===== src/design/frontEnd_defines.svh =====
`ifndef FRONTEND_DEFINES_SVH
`define FRONTEND_DEFINES_SVH

// Address bus width of the front end
`define FE_ADDR_WIDTH 16

// Opcode width, one byte as on the 6502
`define FE_OPCODE_WIDTH 8

// Break opcode injected for reset, NMI and IRQ
`define FE_BRK_OPCODE 8'h00

// Service vector addresses, low byte of each pair
`define FE_NMI_VECTOR 16'hFFFA
`define FE_RESET_VECTOR 16'hFFFC
`define FE_IRQ_VECTOR 16'hFFFE

// Vector reported with a normal fetched byte
`define FE_NO_VECTOR 16'h0000

`endif


===== src/design/frontEndPkg.sv =====
`include "frontEnd_defines.svh"

package frontEndPkg;

    // One instruction byte
    typedef logic [`FE_OPCODE_WIDTH-1:0] opcodeT;

    // Memory address as seen by the fetch stage and the core
    typedef logic [`FE_ADDR_WIDTH-1:0] addrT;

    // Where a dispatched opcode came from
    // Encoding rises with service priority
    // srcNone marks a plain memory byte
    typedef enum logic [1:0]
    {
        srcNone  = 2'd0,
        srcIrq   = 2'd1,
        srcNmi   = 2'd2,
        srcReset = 2'd3
    } interruptSourceT;

endpackage


===== src/design/opcodeFetcher.sv =====
`timescale 1ns/1ps

module opcodeFetcher
    import frontEndPkg::*;
(
    input  logic   clk,
    input  logic   resetDetected,
    output logic   memReq,
    output addrT   memAddr,
    input  logic   memAck,
    input  opcodeT memData,
    input  logic   jumpValid,
    input  addrT   jumpTarget,
    input  logic   consume,
    output logic   byteValid,
    output opcodeT fetchedByte
);

    // Memory handshake states
    // stDiscard keeps the request up but drops the returned byte
    typedef enum logic [1:0]
    {
        stIdle        = 2'd0,
        stRequest     = 2'd1,
        stWaitRelease = 2'd2,
        stDiscard     = 2'd3
    } fetchStateT;

    fetchStateT state;
    addrT       pc;
    addrT       reqAddr;
    logic       held;
    opcodeT     holdByte;
    logic       ackSeen;

    // Edge that closes phase 2 of the memory handshake
    assign ackSeen = (state == stRequest) && memAck;

    // Request stays up until the ack arrives, also when discarding
    assign memReq = (state == stRequest) || (state == stDiscard);
    assign memAddr = reqAddr;

    // Held byte is hidden in the jump cycle
    assign byteValid = held && !jumpValid;
    assign fetchedByte = holdByte;

    always_ff @(posedge clk)
    begin
        if (resetDetected)
        begin
            state <= stIdle;
            pc <= '0;
            held <= 1'b0;
        end
        else
        begin
            case (state)
                stIdle:
                begin
                    // Back-pressure, no fetch while a byte sits in the hold
                    if (!held && !jumpValid)
                        state <= stRequest;
                end
                stRequest:
                begin
                    if (memAck)
                        state <= stWaitRelease;
                    else if (jumpValid)
                        state <= stDiscard;
                end
                stDiscard:
                begin
                    // Stale address, finish the transaction and drop the data
                    if (memAck)
                        state <= stWaitRelease;
                end
                default:
                begin
                    // Phase 4, memory must release its ack first
                    if (!memAck)
                        state <= stIdle;
                end
            endcase

            // Jump beats consume and any returning byte
            if (jumpValid)
            begin
                held <= 1'b0;
                pc <= jumpTarget;
            end
            else if (consume && held)
            begin
                held <= 1'b0;
                pc <= pc + addrT'(1);
            end
            else if (ackSeen)
                held <= 1'b1;
        end
    end

    // Byte and address registers, loaded only on their own events
    always_ff @(posedge clk)
    begin
        if (ackSeen && !jumpValid)
            holdByte <= memData;
        // Address frozen once the request is up
        if (state == stIdle)
            reqAddr <= pc;
    end

endmodule


===== src/design/interruptInjector.sv =====
`timescale 1ns/1ps

module interruptInjector
    import frontEndPkg::*;
(
    input  logic            clk,
    input  logic            resetDetected,
    input  logic            nonMaskableInterrupt,
    input  logic            interruptRequest,
    input  logic            processStatusRegIFlag,
    input  logic            capture,
    output interruptSourceT injectSource
);

    logic nmiPrev;
    logic nmiLatch;
    logic resetPending;
    logic nmiEdge;
    logic irqPending;
    logic serviceNmi;
    logic serviceReset;

    // NMI is edge triggered, a level held high fires once
    assign nmiEdge = nonMaskableInterrupt && !nmiPrev;

    // IRQ is level sensitive and masked by the I flag
    assign irqPending = interruptRequest && !processStatusRegIFlag;

    // Fixed priority, reset first, then NMI, then IRQ
    always_comb
    begin
        if (resetPending)
            injectSource = srcReset;
        else if (nmiLatch)
            injectSource = srcNmi;
        else if (irqPending)
            injectSource = srcIrq;
        else
            injectSource = srcNone;
    end

    // Source taken by the dispatch stage this cycle
    assign serviceNmi = capture && (injectSource == srcNmi);
    assign serviceReset = capture && (injectSource == srcReset);

    always_ff @(posedge clk)
    begin
        if (resetDetected)
        begin
            // Reset break is queued for the first capture
            resetPending <= 1'b1;
            nmiLatch <= 1'b0;
            nmiPrev <= 1'b0;
        end
        else
        begin
            nmiPrev <= nonMaskableInterrupt;

            if (serviceReset)
                resetPending <= 1'b0;

            // A fresh edge in the service cycle stays pending
            if (nmiEdge)
                nmiLatch <= 1'b1;
            else if (serviceNmi)
                nmiLatch <= 1'b0;
        end
    end

    // IRQ needs no state, it is sampled at the capture edge
    // and stays pending as long as the line is held and unmasked

endmodule


===== src/design/instructionLoader.sv =====
`timescale 1ns/1ps
`include "frontEnd_defines.svh"

module instructionLoader
    import frontEndPkg::*;
(
    input  logic            clk,
    input  logic            resetDetected,
    input  logic            nonMaskableInterrupt,
    input  logic            interruptRequest,
    input  logic            processStatusRegIFlag,
    input  logic            byteValid,
    input  opcodeT          fetchedByte,
    input  logic            capture,
    output logic            consume,
    output logic            itemReady,
    output opcodeT          nextInstruction,
    output interruptSourceT nextSource,
    output logic            enableIFlag
);

    interruptSourceT injectSource;
    logic            injectPending;

    // Pending reset, NMI and IRQ arbitration
    interruptInjector interruptInjector
    (
        .clk(clk),
        .resetDetected(resetDetected),
        .nonMaskableInterrupt(nonMaskableInterrupt),
        .interruptRequest(interruptRequest),
        .processStatusRegIFlag(processStatusRegIFlag),
        .capture(capture),
        .injectSource(injectSource)
    );

    assign injectPending = (injectSource != srcNone);

    // Something to hand over, a held byte or a break
    assign itemReady = byteValid || injectPending;

    // Break opcode replaces the memory byte while a source is pending
    assign nextInstruction = injectPending ? `FE_BRK_OPCODE : fetchedByte;
    assign nextSource = injectSource;

    // Held byte survives an injected break and goes out later
    assign consume = capture && !injectPending && byteValid;

    // I flag set when the core starts servicing a break
    assign enableIFlag = capture && injectPending;

endmodule


===== src/design/instructionDispatcher.sv =====
`timescale 1ns/1ps
`include "frontEnd_defines.svh"

module instructionDispatcher
    import frontEndPkg::*;
(
    input  logic            clk,
    input  logic            resetDetected,
    input  logic            coreReq,
    output logic            coreAck,
    input  logic            itemReady,
    input  opcodeT          nextInstruction,
    input  interruptSourceT nextSource,
    output logic            capture,
    output opcodeT          instruction,
    output interruptSourceT instrSource,
    output addrT            vector
);

    // Service vector for each source
    function automatic addrT vectorFor(input interruptSourceT src);
        addrT result;
        case (src)
            srcReset: result = `FE_RESET_VECTOR;
            srcNmi:   result = `FE_NMI_VECTOR;
            srcIrq:   result = `FE_IRQ_VECTOR;
            default:  result = `FE_NO_VECTOR;
        endcase
        return result;
    endfunction

    // Phase 1 seen with no ack out, take the item if one is ready
    // Variable latency while the loader has nothing to offer
    assign capture = coreReq && !coreAck && itemReady;

    always_ff @(posedge clk)
    begin
        if (resetDetected)
            coreAck <= 1'b0;
        else if (capture)
            coreAck <= 1'b1;
        else if (coreAck && !coreReq)
            // Phase 4 after the core drops its request
            coreAck <= 1'b0;
    end

    // Outputs only move on capture, so they stay put while coreAck is up
    always_ff @(posedge clk)
    begin
        if (capture)
        begin
            instruction <= nextInstruction;
            instrSource <= nextSource;
            vector <= vectorFor(nextSource);
        end
    end

endmodule


===== src/design/instructionFrontEnd.sv =====
`timescale 1ns/1ps

module instructionFrontEnd
    import frontEndPkg::*;
(
    input  logic            clk,
    input  logic            resetDetected,
    output logic            memReq,
    output addrT            memAddr,
    input  logic            memAck,
    input  opcodeT          memData,
    input  logic            coreReq,
    output logic            coreAck,
    output opcodeT          instruction,
    output interruptSourceT instrSource,
    output addrT            vector,
    input  logic            jumpValid,
    input  addrT            jumpTarget,
    input  logic            nonMaskableInterrupt,
    input  logic            interruptRequest,
    input  logic            processStatusRegIFlag,
    output logic            enableIFlag
);

    // Fetch to load
    logic            byteValid;
    opcodeT          fetchedByte;
    logic            consume;

    // Load to dispatch
    logic            capture;
    logic            itemReady;
    opcodeT          nextInstruction;
    interruptSourceT nextSource;

    opcodeFetcher opcodeFetcher
    (
        .clk(clk),
        .resetDetected(resetDetected),
        .memReq(memReq),
        .memAddr(memAddr),
        .memAck(memAck),
        .memData(memData),
        .jumpValid(jumpValid),
        .jumpTarget(jumpTarget),
        .consume(consume),
        .byteValid(byteValid),
        .fetchedByte(fetchedByte)
    );

    instructionLoader instructionLoader
    (
        .clk(clk),
        .resetDetected(resetDetected),
        .nonMaskableInterrupt(nonMaskableInterrupt),
        .interruptRequest(interruptRequest),
        .processStatusRegIFlag(processStatusRegIFlag),
        .byteValid(byteValid),
        .fetchedByte(fetchedByte),
        .capture(capture),
        .consume(consume),
        .itemReady(itemReady),
        .nextInstruction(nextInstruction),
        .nextSource(nextSource),
        .enableIFlag(enableIFlag)
    );

    instructionDispatcher instructionDispatcher
    (
        .clk(clk),
        .resetDetected(resetDetected),
        .coreReq(coreReq),
        .coreAck(coreAck),
        .itemReady(itemReady),
        .nextInstruction(nextInstruction),
        .nextSource(nextSource),
        .capture(capture),
        .instruction(instruction),
        .instrSource(instrSource),
        .vector(vector)
    );

endmodule


===== config.mk =====
export PLATFORM = sky130hd
export DESIGN_NAME = instructionFrontEnd
export DESIGN_NICKNAME = d
export VERILOG_FILES = /design/src/design/frontEndPkg.sv /design/src/design/opcodeFetcher.sv /design/src/design/interruptInjector.sv /design/src/design/instructionLoader.sv /design/src/design/instructionDispatcher.sv /design/src/design/instructionFrontEnd.sv
export VERILOG_INCLUDE_DIRS = /design/src /design/src/design
export SDC_FILE = /design/constraint.sdc
export NUM_CORES = 1
export LEC_CHECK = 0
export ABC_AREA = 1
export BUFFER_PORTS_ARGS = -buffer_cell sky130_fd_sc_hd__buf_2
export CAP_MARGIN = 30
export CORE_MARGIN = 2
export CORE_UTILIZATION = 54
export CTS_CLUSTER_DIAMETER = 50
export DETAILED_ROUTE_END_ITERATION = 8
export GPL_ROUTABILITY_DRIVEN = 1
export HOLD_SLACK_MARGIN = 0.05
export PLACE_DENSITY = 0.89
export SYNTH_ARGS = -nofsm -noshare
export SYNTH_HDL_FRONTEND = slang
export SYNTH_SLANG_ARGS = --single-unit

===== constraint.sdc =====
create_clock -name clk -period 3.6 [get_ports clk]
set_input_delay 0.18 -clock clk [delete_from_list [all_inputs] [get_ports clk]]
set_output_delay 0.18 -clock clk [all_outputs]
set_load 0.01 [all_outputs]

== Word-level counts from Yosys, hierarchy flattened ==
Cells that the tools add are included.
Word-level totals
  register bits: 73
  input bits: 32
  output and inout port bits: 45
  logic and storage cells: 69
Operators by class
  add/subtract/negate cells: 1
  eq/ne operators: 9
  multiplexer cells: 16
  reduce and logical (&&, ||, !) cells: 31
Operators by type and width (count)
  $pmux W16 S3: 1
  $mux W16: 2
  $add A16 B1 Y16 const B: 1
  $logic_and A1 B1 Y1: 15
  $mux W2: 7
  $reduce_bool A2 Y1: 4
  $logic_not A1 Y1: 7
  $eq A2 B2 Y1 const B: 3
  $pmux W2 S3: 1
  $mux W1: 5
  $eq A2 B1 Y1 const B: 2
  $ne A4 B1 Y1 const B: 1
  $reduce_and A4 Y1: 1
  $ne A3 B3 Y1 const B: 1
  $reduce_or A3 Y1: 1
  $logic_not A2 Y1: 1
  $logic_or A1 B1 Y1: 2
  $ne A2 B1 Y1 const B: 1
  $ne A2 B2 Y1 const B: 1

== Longest topological paths before layout ==
  word-level depth: 13
  depth in mapped cells: 11
  gate-level depth less buffers: 11

== Modules after synthesis ==
Synthesis repeated with hierarchy kept, for this count alone.
Unflattened totals
  cells, all modules: 323
  area, all modules: 2885.3 sq um
Modules (own cells, without submodules)
  opcodeFetcher: times used 1, cells each 237, area an instance 2065.7 sq um, sequential area each 1101.1 sq um
  instructionDispatcher: times used 1, cells each 42, area an instance 590.6 sq um, sequential area each 410.4 sq um
  interruptInjector: times used 1, cells each 18, area an instance 123.9 sq um, sequential area each 60.1 sq um
  instructionLoader: times used 1, cells each 26, area an instance 105.1 sq um, sequential area each 0.0 sq um

== Worst setup path after synthesis ==
No wires, ideal clock.
  path kind: register to register
  start point: register instructionLoader.interruptInjector.nmiLatch
  end point: register instructionDispatcher.instrSource[0] (enable)
  library setup time: 0.372 ns
  arrival: 1.588 ns
  required time: 3.228 ns
  slack: 1.640 ns
  cell stages (with the launch flop): 8
  buffers on the path: 1
  period minus slack after synthesis: 1.960 ns
  cell sequence: dfxtp_1 o31ai_1 inv_1 ha_1 buf_2 inv_1 a21oi_2 nor2_2
Between the ends
  longest elaborated chain between the ends: 5
Ends and longest elaborated chain
  start, declared: line interruptInjector.sv:16  | logic nmiLatch;
  start signal, assigned: line interruptInjector.sv:52  | nmiLatch <= 1'b0;
  start signal, assigned: line interruptInjector.sv:64  | nmiLatch <= 1'b1;
  start signal, assigned: line interruptInjector.sv:66  | nmiLatch <= 1'b0;
  $mux W2: line interruptInjector.sv:34  | else if (nmiLatch)
  $mux W2: line interruptInjector.sv:32  | if (resetPending)
  named net instructionDispatcher.nextSource[0]: line instructionDispatcher.sv:13  | input interruptSourceT nextSource,
  $reduce_bool A2 Y1: line instructionLoader.sv:37  | assign injectPending = (injectSource != srcNone);
  named net instructionLoader.injectPending: line instructionLoader.sv:23  | logic injectPending;
  $logic_or A1 B1 Y1: line instructionLoader.sv:40  | assign itemReady = byteValid || injectPending;
  $logic_and A1 B1 Y1: line instructionDispatcher.sv:34  | assign capture = coreReq && !coreAck && itemReady;
  named net capture: line instructionFrontEnd.sv:31  | logic capture;
  end signal, assigned: line instructionDispatcher.sv:53  | instrSource <= nextSource;
  end, declared: line instructionDispatcher.sv:16  | output interruptSourceT instrSource,
The timed path passes the listed nets, and every way through them passes these cells.
A chain may end at the register's enable or synchronous reset.

== Worst setup path after layout ==
  start point: register instructionLoader.interruptInjector.nmiLatch
  end point: register instructionLoader.interruptInjector.resetPending
Between the ends
  longest elaborated chain between the ends: 6
  elaborated cells on any way between the ends: 7
  classes of those cells: eq/ne (1); mux (2); reduce/logical (4)
Ends and longest elaborated chain
  $mux W2: line interruptInjector.sv:34
  $mux W2: line interruptInjector.sv:32
  named net instructionDispatcher.nextSource[0]: line instructionDispatcher.sv:13
  $reduce_bool A2 Y1: line instructionLoader.sv:37
  named net instructionLoader.injectPending: line instructionLoader.sv:23
  $logic_or A1 B1 Y1: line instructionLoader.sv:40
  $logic_and A1 B1 Y1: line instructionDispatcher.sv:34
  named net capture: line instructionFrontEnd.sv:31
  $logic_and A1 B1 Y1: line interruptInjector.sv:44  | assign serviceReset = capture && (injectSource == srcReset);
  end signal, assigned: line interruptInjector.sv:51  | resetPending <= 1'b1;
  end signal, assigned: line interruptInjector.sv:60  | resetPending <= 1'b0;
  end, declared: line interruptInjector.sv:17  | logic resetPending;
The timed path passes the listed nets, and every way through them passes these cells.

==> results.tsv <==
metric	value	unit
status	complete, no violations	
grt_use_total	21.9	%
fmax	0.438	GHz
synth.distinct_cells	30	
synth_commonest_cells	nand2_1 (66), inv_1 (48), edfxtp_1 (36), nor2_1 (26), dfxtp_1 (23)	
gr-total-overflow	0	
synthArstFlopShare	0	%
num_rows	25	
min_period	2.28	ns
clk_pin_slew	0.06	ns
fin_hold_ws	0.0865	ns
synth_area	0.00273	mm²
synth-edff-count	36	
period_share	63.5	%
postCtsSetupBuffers	0	
worstMarginPinSlew	0.610	ns
cp_max_fo	14	
nets	411	
wl_per_cell	13.2	µm
core-area	0.00479	mm²
synth_area_leader_cell	edfxtp_1	
seq_area	0.00154	mm²
vias	2260	
fp.dieH	75.1	µm
ys.flop_type	edfxtp_1	
synth-seq-cells	59	
yosysWarnings	0	
yosysSeqAreaShare	56.4	%
grt_pass1_vias	1980	
cp-end-kind	flop	
place_inst	423	
finalSetupViolCount	0	
gp_congestion	0.867	
netlist_instances	302	
dp_worst_setup_slack	1.33	ns
numCtsBuffers	9	
synth_most_common_cell	nand2_1	
worst-endpoint-arrival	2.51	ns
place_hpwl	4120	µm
finalSetupTns	0	ns
setup_slack	1.32	ns
slew_violations	0	
critPathKind	reg -> reg	
drv_cap	0	
power_density	485	mW/mm²
synth_top_area_share	39.6	%
grt_max_degree	18	
drt-initial-drc-count	123	
clock_sinks	59	
first_pass_iters	5	
areaGrowthSynthToFinish	21.4	%
critPathRequiredTime	3.83	ns
die_area	0.00565	mm²
start_kind	flop	
insertion_delay	0.33	ns
grt_pass1_wl	9000	µm
postSynthAreaPerCell	9.05	µm²
final_cells	448	
hold_viol	0	
pin_count	77	
fill_cells	368	
drive_gt1_share	27.6	%
cts_tree	built	
power	1.61	mW
htreeDepth	3	
ir_drop	0.000250	V
start_util	57.1	%
synthesis.nets	337	
p_leak	1.50	nW
slew_headroom	59.3	%
antenna_left	0	
cts_buffer_depth	2	
antennaDiodeCount	0	
fin_skew	0.00572	ns
io_buffers	75	
antenna_found_initial	0	
rsz0062_at_grt	false	
wirelength	5910	µm
synth_area_leaders	edfxtp_1 (40%), dfxtp_1 (17%), nand2_1 (9.1%), inv_1 (6.6%), buf_4 (4.1%)	
fp.dieW	75.1	µm
multi_input_area	861	µm²
drt-vias-per-instance	5.04	
hold_class	in -> reg	
cts_resized	0	
drc_errors	0	
clock-root-buffer	clkbuf_8	
timing repair:
| item | 4_1_cts | 5_1_grt |
|---|---|---|
| endpoints found under the hold margin | 8 | 0 |
| setup endpoints to repair | 0 | 0 |
| hold buffers | 8 | 0 |
layout make-up:
cell class	count	area share, %
well taps	67	2.53
inverters	48	5.43
clock buffers	9	3.73
flip-flops and latches	59	46.5
repair buffers	85	14.1
multi-input cells	173	26.0
clock inverters	7	1.77
power by group:
group / switching (mW) / internal (mW) / total (mW)
Combinational: 0.130 / 0.0841 / 0.214
Clock: 0.253 / 0.309 / 0.563
Sequential: 0.0363 / 0.797 / 0.833
Total: 0.419 / 1.19 / 1.61
flip-flops by register name, summed over array words and instances (netlist names):
name,count
instructionDispatcher.coreAck,1
instructionDispatcher.vector,2
opcodeFetcher.fetchedByte,8
instructionLoader.interruptInjector.nmiLatch,1
opcodeFetcher.pc,16
instructionLoader.interruptInjector.nmiPrev,1
instructionDispatcher.instruction,8
instructionLoader.interruptInjector.resetPending,1
opcodeFetcher.held,1
opcodeFetcher.memAddr,16
instructionDispatcher.instrSource,2
opcodeFetcher.state,2
through the flow:
| step | utilization (%) | area (µm²) |
|---|---|---|
| 2_1_floorplan | - | 2730 |
| 3_3_place_gp | 63.7 | 3050 |
| 4_1_cts | 69.2 | 3310 |
| 3_5_place_dp | 63.7 | 3050 |
| 5_1_grt | 69.3 | 3320 |
| 6_report | 69.3 | 3320 |
path summary, 6_finish.rpt:
path | start | to | slack (ns) | cells past startpoint
worst min register to register | instructionLoader.interruptInjector.nmiPrev | instructionLoader.interruptInjector.nmiLatch | 0.43 | 1
worst max-delay path | instructionLoader.interruptInjector.nmiLatch | flop | 1.32 | 9
worst min-delay path | nonMaskableInterrupt | instructionLoader.interruptInjector.nmiPrev | 0.09 | 3
worst max register to register | instructionLoader.interruptInjector.nmiLatch | flop | 1.32 | 9
per-layer routing:
layer,global-route usage (%),share of wire [%],vias to the layer above
li1,-,-,1101
met1,27.4,43,1041
met2,36.6,48,108
met3,6.02,8.2,10
met4,7.80,1.6,0
met5,0,0,-
logic make-up after synthesis:
logic type / synth area share, %
buffers and inverters: 12.1
adder cells (fa/ha/maj): 1.37
other: 0.137
AND/OR/NAND/NOR: 19.8
XOR/XNOR: 1.92
multiplexers: 0.366
AO/OA/AOI/OAI: 7.92
flip-flops: 56.4
cells in the final DEF (no fill, tap or decap), drive strengths merged:
cell,netlist,final
a21oi,14,14
bufinv,0,1
a31oi,2,2
xnor2,1,1
xor2,5,5
clkinvlp,0,1
nor2,33,33
ha,3,3
dfxtp,23,23
conb,1,1
o31ai,2,2
o21ai,17,17
nor3,1,1
nand2,68,68
buf,19,76
inv,48,48
clkbuf,3,10
dlygate4sd3,0,8
nand3,19,19
nand4,3,3
clkinv,0,5
a21boi,1,1
o211ai,2,2
edfxtp,36,36
mux2i,1,1
worst max-delay path: stages (launching register included):
cell and delay (ns):
dfxtp_1 0.32, o31ai_1 0.40, inv_1 0.09, ha_1 0.34, inv_1 0.13, a21oi_2 0.05
nor2_2 0.49, nand2_1 0.17, nand2_1 0.13, nand2_1 0.06
(Power assumes the default switching activity.)
